## src/include/axi_wr_defs.svh

```systemverilog
`ifndef AXI_WR_DEFS_SVH
`define AXI_WR_DEFS_SVH

// AXI burst types
`define AXI_BURST_FIXED 2'b00
`define AXI_BURST_INCR  2'b01
`define AXI_BURST_WRAP  2'b10

// AXI write response codes
`define AXI_RESP_OKAY   2'b00
`define AXI_RESP_EXOKAY 2'b01
`define AXI_RESP_SLVERR 2'b10
`define AXI_RESP_DECERR 2'b11

`endif
```

## src/logic/axi_wr_pkg.sv

```systemverilog
`include "axi_wr_defs.svh"

package axi_wr_pkg;

  // Field widths
  localparam int ID_W    = 4;
  localparam int ADDR_W  = 32;
  localparam int DATA_W  = 32;
  localparam int STRB_W  = DATA_W / 8;
  localparam int LEN_W   = 8;
  localparam int SIZE_W  = 3;
  localparam int BURST_W = 2;
  localparam int RESP_W  = 2;

  // Data words held per slot
  localparam int MAX_BURST_LEN = 4;

  typedef struct packed {
    logic [ID_W-1:0]    id;
    logic [ADDR_W-1:0]  addr;
    logic [LEN_W-1:0]   len;
    logic [SIZE_W-1:0]  size;
    logic [BURST_W-1:0] burst;
  } aw_req_t;

  typedef struct packed {
    logic [MAX_BURST_LEN-1:0][DATA_W-1:0] words;
    logic [MAX_BURST_LEN-1:0][STRB_W-1:0] strbs;
  } burst_t;

  typedef struct packed {
    logic [DATA_W-1:0] data;
    logic [STRB_W-1:0] strb;
    logic              last;
  } w_beat_t;

  // Idle value of the AW bus, full-width INCR
  localparam aw_req_t AW_REQ_IDLE = '{
    id:    '0,
    addr:  '0,
    len:   '0,
    size:  SIZE_W'($clog2(STRB_W)),
    burst: `AXI_BURST_INCR
  };

  localparam logic [RESP_W-1:0] RESP_OKAY = `AXI_RESP_OKAY;

endpackage

```

## src/logic/b_tracker.sv

```systemverilog
`timescale 1ns/1ps

module b_tracker #(
  parameter int NUM_SLOTS = 4
) (
  input  logic                         clk,
  input  logic                         rst_n,
  input  logic                         aw_fire,
  input  logic [$clog2(NUM_SLOTS)-1:0] aw_slot,
  input  logic [axi_wr_pkg::ID_W-1:0]  aw_id,
  input  logic                         bvalid,
  input  logic [axi_wr_pkg::ID_W-1:0]  bid,
  output logic                         free_en,
  output logic [$clog2(NUM_SLOTS)-1:0] free_slot
);
  import axi_wr_pkg::*;

  localparam int IDX_W = $clog2(NUM_SLOTS);

  typedef struct packed {
    logic [ID_W-1:0]  id;
    logic [IDX_W-1:0] slot;
  } ost_t;

  // Outstanding pairs, oldest at index 0
  ost_t                 ost_q [NUM_SLOTS];
  ost_t                 ost_d [NUM_SLOTS];
  logic [NUM_SLOTS-1:0] vld_q;
  logic [NUM_SLOTS-1:0] vld_d;
  logic                 hit;
  logic [IDX_W-1:0]     hit_idx;

  // Oldest entry with the returned ID
  always_comb begin
    hit     = 1'b0;
    hit_idx = '0;
    for (int i = NUM_SLOTS - 1; i >= 0; i--) begin
      if (vld_q[i] && ost_q[i].id == bid) begin
        hit     = bvalid;
        hit_idx = IDX_W'(i);
      end
    end
  end

  // -------------------------------------------------------------------
  // Remove the matched entry, then append the new issue at the tail
  // -------------------------------------------------------------------
  always_comb begin
    int tail;
    ost_d = ost_q;
    vld_d = vld_q;
    tail  = $countones(vld_q);
    if (hit) begin
      for (int i = 0; i < NUM_SLOTS - 1; i++) begin
        if (i >= int'(hit_idx)) begin
          ost_d[i] = ost_q[i + 1];
          vld_d[i] = vld_q[i + 1];
        end
      end
      vld_d[NUM_SLOTS-1] = 1'b0;
      tail = tail - 1;
    end
    if (aw_fire) begin
      ost_d[tail] = '{id: aw_id, slot: aw_slot};
      vld_d[tail] = 1'b1;
    end
  end

  always_ff @(posedge clk) begin
    ost_q <= ost_d;
  end

  always_ff @(posedge clk or negedge rst_n) begin
    if (!rst_n) begin
      vld_q     <= '0;
      free_en   <= 1'b0;
      free_slot <= '0;
    end else begin
      vld_q   <= vld_d;
      free_en <= hit;
      if (hit) begin
        free_slot <= ost_q[hit_idx].slot;
      end
    end
  end

  // Every response belongs to an issued, unanswered write
  a_bid_known: assert property (@(posedge clk) disable iff (!rst_n)
    bvalid |-> hit);

endmodule

```

## config.mk

```make
export PLATFORM = sky130hd
export DESIGN_NAME = b_tracker
export DESIGN_NICKNAME = d
export VERILOG_FILES = /design/src/logic/axi_wr_pkg.sv /design/src/logic/b_tracker.sv
export VERILOG_INCLUDE_DIRS = /design/src /design/src/include
export SDC_FILE = /design/constraint.sdc
export NUM_CORES = 1
export LEC_CHECK = 0
export BUFFER_PORTS_ARGS = -buffer_cell sky130_fd_sc_hd__buf_2
export CAP_MARGIN = 25
export CELL_PAD_IN_SITES_DETAIL_PLACEMENT = 0
export CELL_PAD_IN_SITES_GLOBAL_PLACEMENT = 1
export CORE_MARGIN = 8
export CORE_UTILIZATION = 43
export DETAILED_ROUTE_END_ITERATION = 10
export PLACE_DENSITY_LB_ADDON = 0.1
export SYNTH_ARGS = -nofsm -noshare
export SYNTH_HDL_FRONTEND = slang
export SYNTH_SLANG_ARGS = --single-unit
```

## constraint.sdc

```tcl
create_clock -name clk -period 2.7 [get_ports clk]
set_input_delay 0.54 -clock clk [delete_from_list [all_inputs] [get_ports clk]]
set_output_delay 0.54 -clock clk [all_outputs]
set_load 0.01 [all_outputs]
```

==> results of run 1 <==
-- per-layer routing --
metal  up-vias  global-route usage [%]
met5         -                       0
met4         0                   4.643
met3         8                   3.720
met2        27                   23.55
met1       654                   18.03
li1        664                       -
-- layout make-up --
| cell class | instances | area share, % |
|---|---|---|
| multi-input combinational | 114 | 49.44 |
| sequential | 31 | 28.98 |
| timing repair buffer | 48 | 13.93 |
| clock buffer | 7 | 3.090 |
| tap | 52 | 2.634 |
| inverter | 10 | 1.722 |
| clock inverter | 1 | 0.2026 |
-- logic make-up after synthesis --
group | after synthesis | share of synthesized area [%]
adder cells (fa/ha/maj) | 6 | 4.484
flip-flops | 31 | 38.86
AO/OA/AOI/OAI | 14 | 7.405
multiplexers | 41 | 25.27
buffers and inverters | 13 | 3.193
AND/OR/NAND/NOR | 37 | 13.18
XOR/XNOR | 16 | 7.608
-- worst reg2reg max path, stage by stage (launching register included) --
cell	delay [ns]
dfrtp_1	0.37
inv_2	0.06
fa_1	0.55
inv_2	0.05
ha_4	0.16
inv_4	0.06
ha_4	0.20
inv_4	0.06
ha_4	0.11
nor2b_4	0.13
a21oi_2	0.04
or2_4	0.24
buf_6	0.12
o211ai_4	0.07
buf_12	0.16
mux2_4	0.29
-- how the worst max path moves through the flow --
stage,startpoint,to,slack (ns),cells past startpoint
2_1_floorplan,vld_q[1],ost_q[12],0.003,11
3_3_place_gp,vld_q[0],ost_q[16],-0.14,15
3_5_place_dp,vld_q[0],flip-flop,-0.17,11
4_1_cts,vld_q[3],ost_q[14],-0.10,15
5_1_grt,vld_q[0],ost_q[14],-0.18,15
6_report,vld_q[0],ost_q[13],-0.06,15
-- report_power, final --
| part | leakage [nW] | switching, mW | internal [mW] |
|---|---|---|---|
| sequential | 0.285 | 0.164 | 0.730 |
| combinational | 0.779 | 1.09 | 1.59 |
| clock | 0.0422 | 0.164 | 0.181 |
| total | 1.11 | 1.42 | 2.50 |
-- synth_stat cells, types with 3 or more instances --
cell type	n	area (µm²)
mux2i_1	3	30.03
dfrtp_1	7	175.2
xor2_1	6	52.55
and3_2	3	22.52
or2_2	3	18.77
a21oi_1	4	20.02
nor3_1	3	15.01
mux2_2	35	394.1
dfxtp_1	18	360.4
xnor2_1	10	87.58
nand2_1	13	48.80
edfxtp_1	6	180.2
inv_1	10	37.54
ha_1	5	62.56
-- per-stage QoR --
stage	cells	total power [mW]	util, %	setup slack, ns
global route	263	4.234	58.33	-0.1840
detailed placement	249	2.992	52.22	-0.1675
CTS	262	3.664	56.62	-0.1033
global placement	249	2.923	52.22	-0.1445
finish	263	3.921	58.33	-0.06017
floorplan	158	2.308	-	0.002776
-- repair_timing --
item                       4_1_cts  5_1_grt
resized for setup               20       14
buffers inserted                 5        1
pin swaps                        3        5
setup endpoints to repair       26       28
==> metrics.cfg, run 1 <==
[status]
status=finished, violations left
violations=setup timing

[sta]
maxSlewViolCount=0
post-route-period-util_pct=102.2
setup_viol=18
hold_violations=0
rsz0062_at_grt=yes
fin_ws_ns=-0.06017
fin_skew_ns=0.006282
max_freq_ghz=0.3623
holdWs_ns=0.08956
max_slew_margin_pct=68.86
fin_tns_setup_ns=-0.5867
worstMarginPinSlew_ns=0.4655
layout_min_cycle_time_ns=2.760

[grt]
antenna_found_initial=0
track_usage_pct=14.39
grt_max_degree=10
grt_first_pass_wirelength_um=7203
grt_pass1_vias=1468
overflow=0

[power_and_ir_drop]
cellPowerDensity_nw_per_um2=1587
leakagePower_nw=1.107
ir_worst_vdd_mv=1.243

[final_layout]
layout_commonest_cell=buf_4
design_area_um2=2470
drive_above_1_share_pct=58.77
antenna_cells=0
multiInputGateArea_um2=1221
area_delta_synth_final_pct=34.10
fillers=349
nets=230
ff_latch_area_um2=715.7
final_cell_mix=buf_4 (28), mux2_2 (19), mux2_4 (18), dfxtp_1 (18), buf_2 (16)

[route]
first_pass_iters=4
wl_met2_um=2081
ant_nets=0
top_layer_used=met4
vias=1353
detail_route.wl_per_cell_um=16.30
wl_met3_um=176
viasPerCell=5.144
drtIter0Drc=82
drc=0
drt_wl_total_um=4286
wl_met1_um=1955

[setup_path]
r2r_cells=15
cp_max_fo=7
reg2reg_from=vld_q[0]
slowest_delay_ns=0.55
arrival_ns=2.92
critPathRequiredTime_ns=2.86
r2r-end=ost_q[13]
path_cells=inv_2 -> fa_1 -> inv_2 -> ha_4 -> inv_4 -> ha_4 -> inv_4 -> ha_4 -> nor2b_4 -> a21oi_2 -> or2_4 -> buf_6 -> o211ai_4 -> buf_12 -> mux2_4
critPathLaunchType=flip-flop
r2r_slack_ns=-0.06
slowest_stage=fa_1
crit_top_cell=ha_4
criticalPathCategory=reg -> reg
crit_family=adder cells
crit_buf_inv=6
end_kind=flip-flop

[die]
die_h_um=81.45
die_w_um=81.45
dieArea_um2=6633
num_io_pins=17
start_util_pct=43.50
rows=24
core_um2=4234

[placed_design]
port_buffers=16
gp_congestion=0.8074
hpwl_um=3201
placed_cell_area_um2=2211

[synthesis]
ys_types=38
synth-seq-area-share_pct=38.86
synth-async-reset-ratio_pct=22.58
ys.warnings.count=0
synth_ff_type=dfxtp_1
syn-instance-count=158
netlist_area_um2=1842
ys_seq_elements=31
syn-num-nets=178
synth-edff-count=6
syn_avg_cell_area_um2=11.66

[clock_tree]
clockRootBuffer=clkbuf_8
hold_buffers=0
path_clk_slew_ns=0.06
cts_tree=done
clockBufferDepth=2
cts_inserted_buffers=5
clkSinkCount=31
htree_levels=2
insertion_delay_ns=0.28

[min_path]
hp-class=in -> async

[job]
drv_cap=0

No activity file was read; power rests on OpenSTA's default activity.
==> run 2: changes to the inputs <==
- SETUP_SLACK_MARGIN: default -> 0.5
==> run 2 against run 1 <==
The run still ends with setup timing left. Design area about the same. Cell count decreased by 1.9%. Non-clock buffer count decreased by 5. Sequential power increased by 2%. Register-to-register slack got worse by 0.02 ns. Critical path depth decreased by 1. Worst hold slack got worse by 0.0028 ns. Global-route usage decreased by 0.87 points. Clock skew increased by 0.0012 ns. Routed wire length decreased by 3.3%. Core utilization about the same. Maximum frequency decreased by 0.65%. Critical endpoint unchanged. Largest cell class unchanged.
==> metrics.cfg, run 2 (same netlist as run 1, synthesis figures left out) <==
[placed_design]
port_buffers=16
place_ws_ns=-0.08244
gp_congestion=0.7339
hpwl_um=3059

[grt]
grt_most_used_layer=met2
grt_pass1_vias=1402
overflow=0
grt_util_met1_pct=16.63
track_usage_pct=13.51
antenna_found_initial=0
grt_first_pass_wirelength_um=6748
grt_use_met3_pct=4.376
use_met2_pct=21.40
grt_max_degree=10

[die]
start_util_pct=43.50
die_w_um=81.45
die_h_um=81.45
core_um2=4234
rows=24
dieArea_um2=6633
num_io_pins=17

[setup_path]
setup.worst_path.start=vld_q[1]
slowest_stage=fa_1
r2r-end=ost_q[13]
cp_max_fo=7
critPathLaunchType=flip-flop
reg2reg_from=vld_q[1]
criticalPathCategory=reg -> reg
slowest_delay_ns=0.55
end_kind=flip-flop
r2r_slack_ns=-0.08
worstSetupEndpoint=ost_q[13]
arrival_ns=2.94
crit_top_cell=ha_4
r2r_cells=14
critPathRequiredTime_ns=2.86
path_cells=inv_2 -> fa_1 -> inv_2 -> ha_4 -> inv_4 -> ha_4 -> inv_4 -> ha_4 -> nor2b_1 -> a21oi_1 -> or2_1 -> buf_4 -> o211ai_4 -> mux2_4

[sta]
maxSlewViolCount=0
rsz0062_at_grt=yes
setup_viol=18
max_slew_margin_pct=69.92
fin_skew_ns=0.007520
layout_min_cycle_time_ns=2.778
max_freq_ghz=0.3600
worstMarginPinSlew_ns=0.4490
hold_violations=0
fin_ws_ns=-0.07815
post-route-period-util_pct=102.9

[power_and_ir_drop]
clockPowerShare_pct=9.3
ir_worst_vdd_mv=0.7977
leakagePower_nw=1.101
swShare_pct=36.21
pwr-share-seq_pct=24.7
cellPowerDensity_nw_per_um2=1492
power_frac_comb_pct=66.0
switchingPower_mw=1.334
power.internal_mw=2.350

[final_layout]
drive_above_1_share_pct=57.77
final_util_pct=58.30
final_cell_mix=buf_4 (25), mux2_4 (19), mux2_2 (18)
ff_latch_area_um2=721.9
layout_commonest_cell=buf_4
area_delta_synth_final_pct=34.04
fillers=352
nets=225
multiInputGateArea_um2=1250
antenna_cells=0

[min_path]
hp-class=in -> async

[route]
ant_nets=0
drc=0
viasPerCell=5.124
drtIter0Drc=61
vias=1322
drt_wl_total_um=4145
first_pass_iters=4
detail_route.wl_per_cell_um=16.07

[clock_tree]
clockBufferDepth=2
insertion_delay_ns=0.28
hold_buffers=0
cts_tree=done
cts_inserted_buffers=5
clockRootBuffer=clkbuf_8
clkSinkCount=31
htree_levels=2
path_clk_slew_ns=0.06

[status]
violations=setup timing
status=finished, violations left

[job]
drv_cap=0

-- run 2: cell type report --
class,instances,share of cell area (%)
repair buffers,43,12.52
well taps,52,2.636
flip-flops and latches,31,29.24
multi-input cells,114,50.63
inverters,10,1.723
clock buffers,8,3.244
-- run 2: worst min path at each step --
stage                         endpoint  cells past startpoint   from
after global placement         free_en                      1  rst_n
after CTS                     vld_q[3]                      1  rst_n
after floorplan                free_en                      0  rst_n
final                          free_en                      1  rst_n
after global routing          vld_q[3]                      1  rst_n
after detailed placement  free_slot[1]                      1  rst_n
-- run 2: power groups by stage --
stage | Combinational, mW | Sequential, mW | Clock, mW
final | 2.43 | 0.910 | 0.343
after global routing | 2.65 | 0.941 | 0.374
after CTS | 2.37 | 0.893 | 0.352
after detailed placement | 2.20 | 0.894 | 0
after global placement | 2.14 | 0.884 | 0
after floorplan | 1.66 | 0.864 | 0
-- run 2: through the flow --
step	hold WS (ns)	TNS [ns]	std cells	area [µm²]	power, mW
6_report	0.08681	-0.8022	258	2469	3.684
5_1_grt	0.08811	-4.223	258	2469	3.964
4_1_cts	0.08733	-0.9184	256	2386	3.618
3_5_place_dp	0.3805	-1.081	241	2210	3.097
3_3_place_gp	0.3727	-0.6293	241	2210	3.028
2_1_floorplan	0.2444	0	158	1951	2.528
-- run 2: critical path, delay by kind of cell (launching register included) --
| family | cells | cell delay (ns) |
|---|---|---|
| flip-flops | 1 | 0.36 |
| adder cells (fa/ha/maj) | 4 | 1.02 |
| AND/OR/NAND/NOR | 2 | 0.34 |
| AO/OA/AOI/OAI | 2 | 0.24 |
| buffers and inverters | 5 | 0.37 |
| multiplexers | 1 | 0.33 |
-- run 2: routing by layer --
metal / wire [µm] / vias to the layer above / part of all wire (%)
li1: - / 650 / -
met1: 1882 / 652 / 45
met2: 2060 / 15 / 50
met3: 158 / 5 / 3.8
met4: 44 / 0 / 1.1
met5: 0 / - / 0
-- run 2: repair_timing --
item	4_1_cts	5_1_grt
setup buffers	7	2
gates resized for setup	13	17
setup endpoints to repair	29	30
pin swaps	8	3
==> run 3: changes to the inputs <==
- CORE_UTILIZATION: 43 -> 44
- CTS_BUF_LIST: default -> sky130_fd_sc_hd__clkbuf_4 sky130_fd_sc_hd__clkbuf_8
==> run 3 against run 2 <==
The flow still finishes with violations (setup timing). Worst setup slack about the same. Core utilization rose by 4.2 points. Cell count grew 0.78%. Sequential share of layout area shrank 0.77 points. Clock power up 39%. Highest routed layer unchanged.
==> metrics.cfg, run 3 (same netlist as run 1, synthesis figures left out) <==
[route]
drt_wl_total_um=4356
wl_met1_um=1894
drc=0
drtIter0Drc=53
wl_met3_um=151
ant_nets=0
vias=1337
first_pass_iters=4
wl_met2_um=2283
top_layer_used=met4
detail_route.wl_per_cell_um=16.75
viasPerCell=5.142

[status]
violations=setup timing
status=finished, violations left

[clock_tree]
clockBufferDepth=2
cts_inserted_buffers=5
clockRootBuffer=clkbuf_8
clkSinkCount=31
insertion_delay_ns=0.28
path_clk_slew_ns=0.07
htree_levels=2
hold_buffers=0
cts_tree=done

[final_layout]
design_area_um2=2517
final_cell_mix=buf_4 (27), mux2_4 (20), mux2_2 (17), dfxtp_1 (17), buf_2 (14)
ff_latch_area_um2=716.9
area_delta_synth_final_pct=36.68
multiInputGateArea_um2=1229
drive_above_1_share_pct=60.95
layout_commonest_cell=buf_4
antenna_cells=0
fillers=339
nets=229

[setup_path]
arrival_ns=2.95
r2r-end=ost_q[15]
r2r_slack_ns=-0.08
criticalPathCategory=reg -> reg
critPathRequiredTime_ns=2.87
r2r_cells=14
path_cells=inv_2 -> fa_1 -> inv_2 -> ha_4 -> inv_4 -> ha_4 -> inv_4 -> ha_4 -> nor2b_4 -> a21oi_2 -> or2_4 -> buf_6 -> o211ai_4 -> mux2_4
reg2reg_from=vld_q[0]
cp_max_fo=7
critPathLaunchType=flip-flop
slowest_delay_ns=0.55
slowest_stage=fa_1
end_kind=flip-flop
crit_top_cell=ha_4

[grt]
track_usage_pct=14.76
overflow=0
grt_pass1_vias=1498
grt_first_pass_wirelength_um=7307
grt_max_degree=11
antenna_found_initial=0

[sta]
hold_violations=0
fin_ws_ns=-0.07848
max_slew_margin_pct=63.32
setup_viol=22
layout_min_cycle_time_ns=2.778
max_freq_ghz=0.3599
worstMarginPinSlew_ns=0.5483
holdWs_ns=0.07345
rsz0062_at_grt=yes
maxSlewViolCount=0
fin_skew_ns=0.008517
post-route-period-util_pct=102.9

[die]
start_util_pct=45.71
die_w_um=80.70
dieArea_um2=6512
core_um2=4029
rows=23
die_h_um=80.70
num_io_pins=17

[job]
drv_cap=0

[power_and_ir_drop]
ir_worst_vdd_mv=1.243
leakagePower_nw=1.140
cellPowerDensity_nw_per_um2=1537

[placed_design]
port_buffers=16
gp_congestion=0.7660
hpwl_um=3240
placed_cell_area_um2=2215

[min_path]
hp-class=in -> async

## run 3: cell type report
cell class	count	area share, %
multi-input combinational	114	48.81
sequential	31	28.48
timing repair buffer	47	13.87
clock buffer	6	3.280
tap	50	2.485
inverter	10	1.690
clock inverter	2	1.392
## run 3: report_power, final
part           switching [mW]  internal [mW]  leakage, nW  total [mW]
Combinational            1.03           1.46        0.793        2.49
Clock                   0.178          0.298       0.0612       0.477
Sequential              0.171          0.732        0.285       0.903
## run 3: worst max-delay path by stage
stage,endpoint,cells after the start,slack (ns),startpoint
final,ost_q[15],14,-0.08,vld_q[0]
after global routing,ost_q[15],14,-0.18,vld_q[0]
after CTS,ost_q[15],14,-0.12,vld_q[1]
after detailed placement,ost_q[15],14,-0.17,vld_q[0]
after global placement,ost_q[12],14,-0.14,vld_q[0]
after floorplan,ost_q[12],14,0.07,vld_q[0]
## run 3: repair_timing
| action | CTS | global route |
|---|---|---|
| pin swaps | 5 | 11 |
| setup buffers | 8 | 4 |
| gates resized for setup | 13 | 13 |
| setup endpoints to repair | 30 | 30 |
## run 3: through the flow
| stage | worst slack [ns] | power [mW] | setup TNS, ns | cells | utilization, % |
|---|---|---|---|---|---|
| after floorplan | 0.06927 | 2.528 | 0 | 158 | - |
| after global placement | -0.1443 | 2.992 | -1.666 | 240 | 54.97 |
| after detailed placement | -0.1712 | 3.051 | -2.340 | 240 | 54.97 |
| after CTS | -0.1196 | 3.758 | -1.383 | 256 | 60.43 |
| after global routing | -0.1801 | 4.146 | -3.104 | 260 | 62.48 |
| final | -0.07848 | 3.868 | -0.8123 | 260 | 62.48 |
## run 3: layer usage
| metal | global-route usage (%) | vias to the layer above |
|---|---|---|
| met5 | 0 | - |
| met2 | 25.90 | 17 |
| li1 | - | 660 |
| met3 | 4.129 | 2 |
| met4 | 4.821 | 0 |
| met1 | 16.82 | 658 |
## run 3: worst max-delay path: cells and delay by family, from the launching register on
kind	cells	cell delay (ns)
AND/OR/NAND/NOR	2	0.38
adder cells (fa/ha/maj)	4	1.03
multiplexers	1	0.34
flip-flops	1	0.35
AO/OA/AOI/OAI	2	0.21
buffers and inverters	5	0.34
