===== config.mk =====
export PLATFORM = sky130hd
export DESIGN_NAME = w_stream
export DESIGN_NICKNAME = d
export VERILOG_FILES = /design/src/logic/axi_wr_pkg.sv /design/src/logic/w_stream.sv
export VERILOG_INCLUDE_DIRS = /design/src /design/src/include
export SDC_FILE = /design/constraint.sdc
export NUM_CORES = 1
export LEC_CHECK = 0
export ABC_CLOCK_PERIOD_IN_PS = 3600
export BUFFER_PORTS_ARGS = -buffer_cell sky130_fd_sc_hd__buf_2
export CAP_MARGIN = 30
export CORE_MARGIN = 3
export CORE_UTILIZATION = 45
export CTS_BUF_LIST = sky130_fd_sc_hd__clkbuf_8
export DETAILED_ROUTE_END_ITERATION = 8
export GPL_TIMING_DRIVEN = 0
export PLACE_DENSITY = 0.83
export SLEW_MARGIN = 5
export SYNTH_ARGS = -nofsm -noshare
export SYNTH_HDL_FRONTEND = slang
export SYNTH_SLANG_ARGS = --single-unit
export TNS_END_PERCENT = 5

===== constraint.sdc =====
create_clock -name clk -period 3.6 [get_ports clk]
set_input_delay 0.72 -clock clk [delete_from_list [all_inputs] [get_ports clk]]
set_output_delay 0.72 -clock clk [all_outputs]
set_load 0.02 [all_outputs]

===== src/include/axi_wr_defs.svh =====
`ifndef AXI_WR_DEFS_SVH
`define AXI_WR_DEFS_SVH

// AXI burst types
`define AXI_BURST_FIXED 2'b00
`define AXI_BURST_INCR  2'b01
`define AXI_BURST_WRAP  2'b10

// AXI write response codes
`define AXI_RESP_OKAY   2'b00
`define AXI_RESP_EXOKAY 2'b01
`define AXI_RESP_SLVERR 2'b10
`define AXI_RESP_DECERR 2'b11

`endif

===== src/logic/axi_wr_pkg.sv =====
`include "axi_wr_defs.svh"

package axi_wr_pkg;

  // Field widths
  localparam int ID_W    = 4;
  localparam int ADDR_W  = 32;
  localparam int DATA_W  = 32;
  localparam int STRB_W  = DATA_W / 8;
  localparam int LEN_W   = 8;
  localparam int SIZE_W  = 3;
  localparam int BURST_W = 2;
  localparam int RESP_W  = 2;

  // Data words held per slot
  localparam int MAX_BURST_LEN = 4;

  typedef struct packed {
    logic [ID_W-1:0]    id;
    logic [ADDR_W-1:0]  addr;
    logic [LEN_W-1:0]   len;
    logic [SIZE_W-1:0]  size;
    logic [BURST_W-1:0] burst;
  } aw_req_t;

  typedef struct packed {
    logic [MAX_BURST_LEN-1:0][DATA_W-1:0] words;
    logic [MAX_BURST_LEN-1:0][STRB_W-1:0] strbs;
  } burst_t;

  typedef struct packed {
    logic [DATA_W-1:0] data;
    logic [STRB_W-1:0] strb;
    logic              last;
  } w_beat_t;

  // Idle value of the AW bus, full-width INCR
  localparam aw_req_t AW_REQ_IDLE = '{
    id:    '0,
    addr:  '0,
    len:   '0,
    size:  SIZE_W'($clog2(STRB_W)),
    burst: `AXI_BURST_INCR
  };

  localparam logic [RESP_W-1:0] RESP_OKAY = `AXI_RESP_OKAY;

endpackage


===== src/logic/w_stream.sv =====
`timescale 1ns/1ps

module w_stream #(
  parameter int NUM_SLOTS = 4
) (
  input  logic                         clk,
  input  logic                         rst_n,
  input  logic                         aw_fire,
  input  logic [$clog2(NUM_SLOTS)-1:0] aw_slot,
  output logic [$clog2(NUM_SLOTS)-1:0] w_slot,
  input  axi_wr_pkg::burst_t           w_rd,
  input  logic [axi_wr_pkg::LEN_W-1:0] w_len,
  output axi_wr_pkg::w_beat_t          w,
  output logic                         wvalid,
  input  logic                         wready
);
  import axi_wr_pkg::*;

  localparam int IDX_W  = $clog2(NUM_SLOTS);
  localparam int CNT_W  = $clog2(NUM_SLOTS + 1);
  localparam int BEAT_W = $clog2(MAX_BURST_LEN);

  logic [IDX_W-1:0] order_q [NUM_SLOTS];
  logic [IDX_W-1:0] wr_ptr;
  logic [IDX_W-1:0] rd_ptr;
  logic [CNT_W-1:0] count;
  logic [LEN_W-1:0] beat_cnt;
  logic             head_last;
  logic             load;
  logic             pop;

  function automatic logic [IDX_W-1:0] next_idx(input logic [IDX_W-1:0] idx);
    return (int'(idx) == NUM_SLOTS - 1) ? '0 : idx + 1'b1;
  endfunction

  // -------------------------------------------------------------------
  // Slot order FIFO, filled in AW handshake order
  // -------------------------------------------------------------------
  always_ff @(posedge clk) begin
    if (aw_fire) begin
      order_q[wr_ptr] <= aw_slot;
    end
  end

  assign w_slot    = order_q[rd_ptr];
  assign load      = (count != '0) && (!wvalid || wready);
  assign head_last = (beat_cnt == w_len);
  assign pop       = load && head_last;

  always_ff @(posedge clk or negedge rst_n) begin
    if (!rst_n) begin
      wr_ptr   <= '0;
      rd_ptr   <= '0;
      count    <= '0;
      beat_cnt <= '0;
      wvalid   <= 1'b0;
    end else begin
      if (aw_fire) begin
        wr_ptr <= next_idx(wr_ptr);
      end
      if (pop) begin
        rd_ptr <= next_idx(rd_ptr);
      end
      count <= count + CNT_W'(aw_fire) - CNT_W'(pop);
      if (load) begin
        beat_cnt <= head_last ? '0 : beat_cnt + 1'b1;
      end
      // W holding register refills in the handshake cycle
      if (load) begin
        wvalid <= 1'b1;
      end else if (wready) begin
        wvalid <= 1'b0;
      end
    end
  end

  always_ff @(posedge clk) begin
    if (load) begin
      w.data <= w_rd.words[beat_cnt[BEAT_W-1:0]];
      w.strb <= w_rd.strbs[beat_cnt[BEAT_W-1:0]];
      w.last <= head_last;
    end
  end

  // Beat index never runs past the head burst, so last always comes
  a_beat_in_burst: assert property (@(posedge clk) disable iff (!rst_n)
    load |-> beat_cnt <= w_len);

  // One FIFO entry per slot is enough
  a_order_room: assert property (@(posedge clk) disable iff (!rst_n)
    aw_fire |-> count < CNT_W'(NUM_SLOTS));

endmodule


==> results of run 1 <==
-- layer usage --
layer	track usage	wire [µm]	part of all wire
met5	0	13	0.0013
met4	0.149	578	0.059
met3	0.0664	780	0.080
met2	0.400	5090	0.52
met1	0.245	3260	0.33
-- how the worst max path moves through the flow --
stage / startpoint / to / slack, ns / cells past startpoint
CTS: wready / count[2] / 0.68 / 13
global route: wready / count[2] / 0.45 / 13
finish: wready / count[2] / 0.72 / 13
floorplan: wready / count[2] / 0.78 / 12
global placement: wready / count[2] / 0.41 / 13
detailed placement: wready / count[2] / 0.35 / 13
-- critical path: cells and delay by family --
kind,cells,cell delay (ns)
buffers and inverters,5,0.91
and+or+nand+nor,3,0.46
adders and majority gates,3,0.72
xor gates and xnor gates,2,0.32
-- layout make-up --
cell class                      instances  area (µm²)  share of cell area
Multi-Input combinational cell        115        1450               0.316
Timing Repair Buffer                  197         986               0.215
Antenna cell                            3        7.51             0.00163
Tap cell                               96         120              0.0262
Sequential cell                        61        1750               0.381
Clock inverter                          7        53.8              0.0117
Buffer                                 11        61.3              0.0134
Inverter                               10        37.5             0.00817
Clock buffer                            9         124              0.0270
-- Yosys cell counts, types with 2 or more instances --
cell / n / share of area
edfxtp_1: 45 / 0.41
mux4_2: 38 / 0.26
dfrtp_1: 16 / 0.12
nand2_1: 15 / 0.017
ha_1: 8 / 0.030
inv_1: 8 / 0.0091
buf_2: 7 / 0.011
xor2_1: 7 / 0.019
and2_1: 5 / 0.0095
o21ai_1: 5 / 0.0076
nor2_1: 3 / 0.0034
nor3_1: 3 / 0.0045
a2111oi_0: 2 / 0.0053
buf_1: 2 / 0.0023
inv_2: 2 / 0.0023
mux2_4: 2 / 0.0091
mux2i_1: 2 / 0.0061
nand3_1: 2 / 0.0030
nand4_1: 2 / 0.0038
nor2b_1: 2 / 0.0038
nor4_4: 2 / 0.013
o21ai_0: 2 / 0.0030
or3_1: 2 / 0.0038
xnor2_1: 2 / 0.0053
-- placed cells by master (no fill, tap or decap), types with 7 or more instances in the layout --
cell,count
buf_2,204
clkbuf_8,9
dfrtp_1,16
edfxtp_1,45
ha_1,8
inv_1,12
mux4_2,38
nand2_1,15
xor2_1,7
-- sequential cells by signal, summed over array words and instances, names as in the netlist --
name      cells
beat_cnt      8
count         3
order_q       8
rd_ptr        2
w            37
wr_ptr        2
wvalid        1
-- metrics by stage --
step | hold slack [ns] | std cells
6_report | 0.293 | 509
5_1_grt | 0.313 | 509
4_1_cts | 0.295 | 506
3_5_place_dp | 0.486 | 490
3_3_place_gp | 0.477 | 490
2_1_floorplan | 0.424 | 197
-- power breakdown --
part / total [mW] / internal [mW] / switching (mW) / leakage (nW)
registers: 1.26 / 1.13 / 0.125 / 0.611
logic: 1.63 / 0.746 / 0.880 / 1.35
clock network: 0.556 / 0.306 / 0.250 / 0.106
-- cells by family after synthesis --
| group | after synthesis |
|---|---|
| XOR/XNOR | 10 |
| adder cells (fa/ha/maj) | 9 |
| buffers and inverters | 21 |
| AND/OR/NAND/NOR | 40 |
| flip-flops | 61 |
| AO/OA/AOI/OAI | 14 |
| multiplexers | 42 |
==> results.py, run 1 <==
metrics = {
    "run_status": {
        "status": "finished clean",
    },
    "floorplan": {
        "die-area_um2": 8400,
        "fp.dieW_um": 91.6,
        "core-area_um2": 6940,
        "pin_count": 198,
        "start_util": 0.475,
        "core.rowCount": 30,
        "die_y_um": 91.6,
    },
    "placed_design": {
        "placed_area_um2": 4410,
        "dp_hpwl_mm": 7.81,
        "placement.io_buffers": 197,
        "gp_congestion": 0.865,
        "dp_slack_ns": 0.352,
    },
    "timing": {
        "clock_skew_ns": 0.0103,
        "max_freq_ghz": 0.348,
        "tns_ns": 0,
        "layout_min_cycle_time_ns": 2.88,
        "worst_pin_slew_ns": 0.850,
        "hold_violations": 0,
        "slew_violations": 0,
        "finalCritPeriodShare": 0.799,
        "worst_slack_ns": 0.723,
        "slew_headroom": 0.432,
        "rsz0062_at_grt": "no",
        "setup-violations-final": 0,
    },
    "synth": {
        "async_reset_ff_frac": 0.262,
        "synth_area_um2": 3300,
        "synth-xor-area-share": 0.0288,
        "ys_ff_latch": 61,
        "synth_edf_count": 45,
        "ys.flop_type": "edfxtp_1",
        "synth_nets": 364,
        "synth_cells": 197,
        "synthMuxAreaShare": 0.274,
        "synth_top_family_by_area": "multiplexers",
        "synth_adder_area_share": 0.0364,
        "yosys.area_share.simple": 0.0713,
        "synth_compound_area_frac": 0.0284,
        "yosys_warnings": 0,
        "ys_seq_area_frac": 0.531,
        "yosys.cell_types.count": 37,
        "synth.avg_cell_area_um2": 16.8,
    },
    "detailed_routing": {
        "drt_iter0_markers": 80,
        "routedWlPerCell_um": 19.1,
        "drt_wl_total_mm": 9.72,
        "drc_errors": 0,
        "drt-pass1-iter-count": 4,
        "postRouteAntennaNets": 0,
        "num_vias": 2733,
        "viasPerCell": 5.37,
    },
    "worst_setup_path": {
        "r2r-start": "count[1]",
        "worstPathMaxFanout": 39,
        "worst_path_largest_cell_delay_ns": 0.61,
        "crit_path_top_delay_cell": "inv_2",
        "crit_chain": "buf_2 > nand2b_1 > nand2_1 > inv_2 > nand3_2 > inv_1 > ha_1 > inv_1 > ha_1 > inv_1 > fa_1 > xnor2_1 > xnor2_1",
        "rr_worst_depth": 12,
        "crit_type": "primary input to flop",
        "startpoint_type": "primary input",
        "crit_path_frequent_cell": "inv_1",
        "worstReg2RegEnd": "count[2]",
        "reg2reg_slack_ns": 0.77,
        "critPathArrivalTime_ns": 3.13,
        "crit_required_ns": 3.86,
        "cp-end-kind": "flop",
    },
    "job": {
        "cap_violations": 0,
    },
    "clocking": {
        "ctsResizeCount": 0,
        "postCtsHoldBufs": 0,
        "post-cts-setup-buffers": 0,
        "cts_tree": "built",
        "htreeDepth": 3,
        "clk_pin_slew_worst_paths_ns": 0.06,
        "root_buffer": "clkbuf_8",
        "numCtsBuffers": 9,
        "clk_latency_ns": 0.34,
        "cts_sinks": 61,
        "clk_path_buf_depth": 2,
    },
    "global_route": {
        "grt_max_degree": 40,
        "overflow": 0,
        "grt_util_all_layers": 0.231,
        "antenna_found_initial": 4,
        "grt_pass1_wl_mm": 14.7,
        "first_global_vias": 2878,
    },
    "final_layout": {
        "area_growth_pct": 39.1,
        "final_nets": 572,
        "drive_above_1_share": 0.641,
        "postLayoutCellArea_um2": 4590,
        "final_core_util": 0.661,
        "n_fill_cell": 533,
    },
    "min_path": {
        "hold_class": "primary input to async pin",
    },
    "power": {
        "powerDensity_nw_per_um2": 749,
        "peakVddDrop_mv": 0.301,
        "p_leak_nw": 2.06,
        "power_mw": 3.44,
    },
}
No activity file was read; power rests on OpenSTA's default activity.
==> run 2: changes to the inputs <==
--- a/config.mk
+++ b/config.mk
@@ -6,7 +6,7 @@
 export SDC_FILE = /design/constraint.sdc
 export NUM_CORES = 1
 export LEC_CHECK = 0
-export ABC_CLOCK_PERIOD_IN_PS = 3600
+export ABC_CLOCK_PERIOD_IN_PS = 2700
 export BUFFER_PORTS_ARGS = -buffer_cell sky130_fd_sc_hd__buf_2
 export CAP_MARGIN = 30
 export CORE_MARGIN = 3
==> constraint.sdc (replaced) <==
create_clock -name clk -period 2.7 [get_ports clk]
set_input_delay 0.54 -clock clk [delete_from_list [all_inputs] [get_ports clk]]
set_output_delay 0.54 -clock clk [all_outputs]
set_load 0.02 [all_outputs]
==> run 2 against run 1 <==
Compared with the run above: critical endpoint unchanged; register-to-register slack got worse by 0.63 ns; clock-buffer cell count unchanged; clock skew increased by 0.00076 ns; combinational power increased by 36%; first-iteration DRC count increased by 39%; critical path type is now flop to flop.
==> results.py, run 2 (same netlist as run 1, synthesis figures left out) <==
metrics = {
    "timing": {
        "max_freq_ghz": 0.390,
        "worst_pin_slew_ns": 0.603,
        "finalCritPeriodShare": 0.949,
        "layout_min_cycle_time_ns": 2.56,
        "slew_headroom": 0.598,
        "setup-violations-final": 0,
        "tns_ns": 0,
        "hold_violations": 0,
        "slew_violations": 0,
        "clock_skew_ns": 0.0111,
    },
    "global_route": {
        "overflow": 0,
        "antenna_found_initial": 4,
        "grt_use_met3": 0.0664,
        "first_global_vias": 2878,
        "grt_max_degree": 40,
        "grtUsageMet1": 0.245,
        "gr-usage-met2": 0.400,
        "top_usage_layer": "met2",
        "grt_util_all_layers": 0.231,
        "grt_pass1_wl_mm": 14.7,
    },
    "final_layout": {
        "fin_cells": 511,
        "drive_above_1_share": 0.650,
        "final_nets": 574,
        "area_growth_pct": 40.4,
        "largest-register": "w",
        "final_cell_mix": "buf_2 (204), edfxtp_1 (45), mux4_2 (38), dfrtp_1 (15), nand2_1 (14)",
        "reg_top3": "w: 37 flops, beat_cnt: 8 flops, order_q: 8 flops",
        "largest_reg_flops": 37,
        "n_fill_cell": 529,
        "final_common_cell": "buf_2",
    },
    "power": {
        "internal-power_mw": 2.93,
        "p_switching_mw": 1.70,
        "p_sw_frac": 0.367,
        "comb_power_share": 0.478,
        "peakVddDrop_mv": 0.527,
        "p_seq_frac": 0.362,
        "powerDensity_nw_per_um2": 1000,
        "clkPwrFrac": 0.160,
        "p_leak_nw": 2.08,
    },
    "worst_setup_path": {
        "worstPathMaxFanout": 5,
        "cp-end-kind": "flop",
        "critPathArrivalTime_ns": 2.78,
        "crit_required_ns": 2.92,
        "startpoint_type": "flop",
        "crit_type": "flop to flop",
    },
    "clocking": {
        "cts_sinks": 61,
        "clk_latency_ns": 0.34,
        "htreeDepth": 3,
        "postCtsHoldBufs": 0,
        "clk_pin_slew_worst_paths_ns": 0.06,
        "cts_tree": "built",
        "clk_path_buf_depth": 2,
        "root_buffer": "clkbuf_8",
        "numCtsBuffers": 9,
    },
    "detailed_routing": {
        "drt_wl_total_mm": 9.79,
        "drt-pass1-iter-count": 4,
        "routedWlPerCell_um": 19.2,
        "postRouteAntennaNets": 0,
        "drc_errors": 0,
        "num_vias": 2745,
        "viasPerCell": 5.37,
        "drt_iter0_markers": 111,
    },
    "placed_design": {
        "placedCellCount": 490,
        "gp_congestion": 0.865,
        "placement.io_buffers": 197,
        "dp_hpwl_mm": 7.81,
    },
    "run_status": {
        "status": "finished clean",
    },
    "floorplan": {
        "core-area_um2": 6940,
        "pin_count": 198,
        "die-area_um2": 8400,
        "die_y_um": 91.6,
        "fp.dieW_um": 91.6,
        "start_util": 0.475,
        "core.rowCount": 30,
    },
    "min_path": {
        "hold_class": "primary input to async pin",
    },
    "job": {
        "cap_violations": 0,
    },
}
-- run 2: cell count changes in the layout (fill, tap and decap cells not counted) --
cell     previous run  this run
nand3_2             1         0
nand3_4             0         1
inv_2               2         1
dfrtp_1            16        15
xnor2_1             2         1
xnor2_2             0         1
inv_8               0         1
nand2_1            15        14
dfrtp_2             0         1
nand2_2             0         1
buf_4               1         3
-- run 2: repair_timing --
item                                    in CTS  in global routing
setup buffers                                0                  2
endpoints found under the setup margin       2                  1
pin swaps                                    0                  2
gates cloned                                 0                  0
gates resized for setup                      1                  8
-- run 2: area by class of cell --
| type | count | area, µm² | area share |
|---|---|---|---|
| Antenna cell | 3 | 7.51 | 0.00162 |
| Buffer | 11 | 61.3 | 0.0132 |
| Clock buffer | 9 | 124 | 0.0267 |
| Clock inverter | 7 | 53.8 | 0.0116 |
| Inverter | 10 | 45.0 | 0.00972 |
| Multi-Input combinational cell | 115 | 1470 | 0.317 |
| Sequential cell | 61 | 1750 | 0.378 |
| Tap cell | 96 | 120 | 0.0259 |
| Timing Repair Buffer | 199 | 1000 | 0.216 |
-- run 2: path summary, 6_finish.rpt --
path	from	endpoint	slack, ns	cells after the start
min in group clk	aw_slot[0]	order_q[0][0]	0.43	1
worst min-delay path	rst_n	count[0]	0.11	1
worst max register to register	beat_cnt[7]	count[2]	0.14	11
worst max-delay path	beat_cnt[7]	count[2]	0.14	11
worst min register to register	count[2]	count[2]	0.49	1
max in group asynchronous	rst_n	count[1]	2.29	1
-- run 2: worst max-delay path, stage by stage (launching register included) --
cell and delay [ns]:
dfrtp_1 0.41, xor2_1 0.18, nor4_4 0.49, nand3_4 0.14
inv_1 0.09, ha_1 0.22, inv_1 0.05, ha_1 0.12
inv_1 0.04, fa_1 0.41, xnor2_2 0.16, xnor2_1 0.12
-- run 2: per-stage QoR --
stage                      util  total power [mW]  cell area, µm²  setup WS [ns]  hold WS, ns
after global placement    0.635              3.81            4410         -0.314        0.473
after floorplan               -              3.26            3300         0.0605        0.244
after detailed placement  0.635              3.88            4410         -0.368        0.477
after CTS                 0.661              4.64            4590         0.0367        0.115
final                     0.667              4.63            4630          0.138        0.114
after global routing      0.667              4.91            4630       -0.00362        0.132
-- run 2: power by group through the flow --
stage               sequential (mW)  combinational, mW  clock [mW]
floorplan                      2.01               1.25           0
global placement               1.68               2.13           0
detailed placement             1.70               2.18           0
CTS                            1.68               2.20       0.758
global route                   1.72               2.40       0.796
finish                         1.68               2.22       0.742
-- run 2: per-layer routing --
layer,up-vias,share of wire
met5,-,0.0013
met4,2,0.057
met3,45,0.076
met2,144,0.53
met1,1339,0.34
li1,1215,-
==> run 3: changes to the inputs <==
--- a/config.mk
+++ b/config.mk
@@ -10,11 +10,11 @@
 export BUFFER_PORTS_ARGS = -buffer_cell sky130_fd_sc_hd__buf_2
 export CAP_MARGIN = 30
 export CORE_MARGIN = 3
-export CORE_UTILIZATION = 45
+export CORE_UTILIZATION = 40
 export CTS_BUF_LIST = sky130_fd_sc_hd__clkbuf_8
 export DETAILED_ROUTE_END_ITERATION = 8
 export GPL_TIMING_DRIVEN = 0
-export PLACE_DENSITY = 0.83
+export PLACE_DENSITY = 0.79
 export SLEW_MARGIN = 5
 export SYNTH_ARGS = -nofsm -noshare
 export SYNTH_HDL_FRONTEND = slang
==> run 3 against run 2 <==
Compared with the run above: sequential cell count unchanged; via count down 2.4%; critical path depth is 1 higher; setup slack gained 0.022 ns; global-route usage decreased by 2.5 points; combinational power about the same; largest power group unchanged; total power is 1.8% higher; first-iteration DRC count is 12% lower.
==> results.py, run 3 (same netlist as run 1, synthesis figures left out) <==
metrics = {
    "worst_setup_path": {
        "worstPathMaxFanout": 20,
        "crit_path_top_delay_cell": "dfrtp_2",
        "crit_buf_inv": 4,
        "crit_required_ns": 2.95,
        "cp-end-kind": "flop",
        "worst_path_largest_cell_delay_ns": 0.44,
        "crit_family": "adder cells",
        "critPathArrivalTime_ns": 2.79,
        "crit_type": "flop to flop",
        "crit_path_frequent_cell": "inv_1",
        "crit_chain": "or3_4 > nand2_4 > clkinv_8 > nand3_2 > inv_1 > ha_1 > inv_1 > ha_1 > inv_1 > fa_1 > xnor2_1 > xnor2_1",
        "startpoint_type": "flop",
    },
    "floorplan": {
        "pin_count": 198,
        "start_util": 0.418,
        "core.rowCount": 32,
        "core-area_um2": 7890,
        "fp.dieW_um": 96.8,
        "die-area_um2": 9380,
        "die_y_um": 96.8,
    },
    "detailed_routing": {
        "routedWlPerCell_um": 18.6,
        "num_vias": 2679,
        "drt-pass1-iter-count": 4,
        "viasPerCell": 5.19,
        "drc_errors": 0,
        "drt_iter0_markers": 98,
        "postRouteAntennaNets": 0,
        "drt_wl_total_mm": 9.59,
    },
    "placed_design": {
        "gp_congestion": 0.918,
        "dp_slack_ns": -0.420,
        "dp_hpwl_mm": 7.54,
        "placement.io_buffers": 197,
    },
    "timing": {
        "rsz0062_at_grt": "no",
        "layout_min_cycle_time_ns": 2.54,
        "worst_slack_ns": 0.161,
        "slew_violations": 0,
        "clock_skew_ns": 0.00605,
        "hold_ws_ns": 0.126,
        "slew_headroom": 0.614,
        "hold_violations": 0,
        "finalCritPeriodShare": 0.940,
        "setup-violations-final": 0,
        "worst_pin_slew_ns": 0.579,
        "max_freq_ghz": 0.394,
    },
    "global_route": {
        "top_usage_layer": "met2",
        "grt_max_degree": 40,
        "antenna_found_initial": 1,
        "grtUsageMet1": 0.234,
        "grt_pass1_wl_mm": 14.9,
        "grt_util_all_layers": 0.207,
        "first_global_vias": 2834,
        "overflow": 0,
        "gr-usage-met2": 0.377,
        "grt_use_met3": 0.0469,
    },
    "final_layout": {
        "drive_above_1_share": 0.659,
        "largest-register": "w",
        "area_growth_pct": 41.4,
        "final_common_cell": "buf_2",
        "final_core_util": 0.592,
        "reg_top3": "w: 37 flops, beat_cnt: 8 flops, order_q: 8 flops",
        "register_area_um2": 1750,
        "n_fill_cell": 645,
        "final_nets": 575,
        "final_cell_mix": "buf_2 (204), edfxtp_1 (45), mux4_2 (38), dfrtp_1 (15), nand2_1 (14)",
        "largest_reg_flops": 37,
        "multiInputGateArea_um2": 1460,
    },
    "power": {
        "powerDensity_nw_per_um2": 1010,
        "peakVddDrop_mv": 0.347,
        "power_mw": 4.72,
        "p_leak_nw": 2.08,
    },
    "min_path": {
        "hold_class": "primary input to async pin",
    },
    "clocking": {
        "numCtsBuffers": 9,
        "cts_sinks": 61,
        "htreeDepth": 3,
        "cts_tree": "built",
        "postCtsHoldBufs": 0,
        "clk_path_buf_depth": 2,
        "clk_pin_slew_worst_paths_ns": 0.07,
        "root_buffer": "clkbuf_8",
        "clk_latency_ns": 0.33,
    },
    "job": {
        "cap_violations": 0,
    },
    "run_status": {
        "status": "finished clean",
    },
}
run 3: through the flow:
step / TNS [ns] / area, µm² / instances
floorplan: 0 / 3300 / 197
global placement: -0.546 / 4410 / 496
detailed placement: -0.663 / 4410 / 496
CTS: 0 / 4620 / 512
global route: 0 / 4670 / 516
finish: 0 / 4670 / 516
run 3: timing repair:
| item | in CTS | in global routing |
|---|---|---|
| pin swaps | 0 | 2 |
| cloned | 0 | 1 |
| buffers inserted | 0 | 2 |
| gates resized for setup | 2 | 8 |
| setup endpoints to repair | 2 | 1 |
run 3: power breakdown:
part           internal [mW]  total (mW)  switching [mW]
registers               1.51        1.68           0.172
logic                   1.02        2.22            1.19
clock network          0.469       0.827           0.359
total                   2.99        4.72            1.72
run 3: cell type report:
type                       instances  share of cell area
sequential                        61               0.376
multi-input combinational        115               0.313
timing repair buffer             199               0.214
clock buffer                      11              0.0324
tap                              102              0.0273
buffer                            11              0.0131
clock inverter                     5              0.0107
inverter                          10              0.0107
timing repair inverter             1             0.00188
antenna                            1            0.000536
run 3: worst paths after layout:
path                       startpoint            end  slack (ns)  cells after the start
min in group clk           aw_slot[1]  order_q[3][1]        0.43                      1
setup reg to reg             count[1]       count[2]        0.16                     12
hold / removal                  rst_n      wr_ptr[1]        0.13                      1
setup / recovery             count[1]       count[2]        0.16                     12
max in group asynchronous       rst_n       count[1]        2.27                      1
hold reg to reg              count[2]       count[2]        0.51                      1
run 3: layer usage:
| layer | wire length [µm] | vias up | part of all wire |
|---|---|---|---|
| met4 | 218 | 0 | 0.023 |
| met3 | 667 | 15 | 0.070 |
| li1 | - | 1214 | - |
| met5 | 0 | - | 0 |
| met2 | 5290 | 115 | 0.55 |
| met1 | 3420 | 1335 | 0.36 |
run 3: worst register-to-register path, delay by kind of cell, from the launching register on:
family / cells / cell delay [ns]
fa+ha+maj: 3 / 0.77
simple gates: 3 / 0.65
flops: 1 / 0.44
xor+xnor: 2 / 0.32
buf+inv: 4 / 0.28
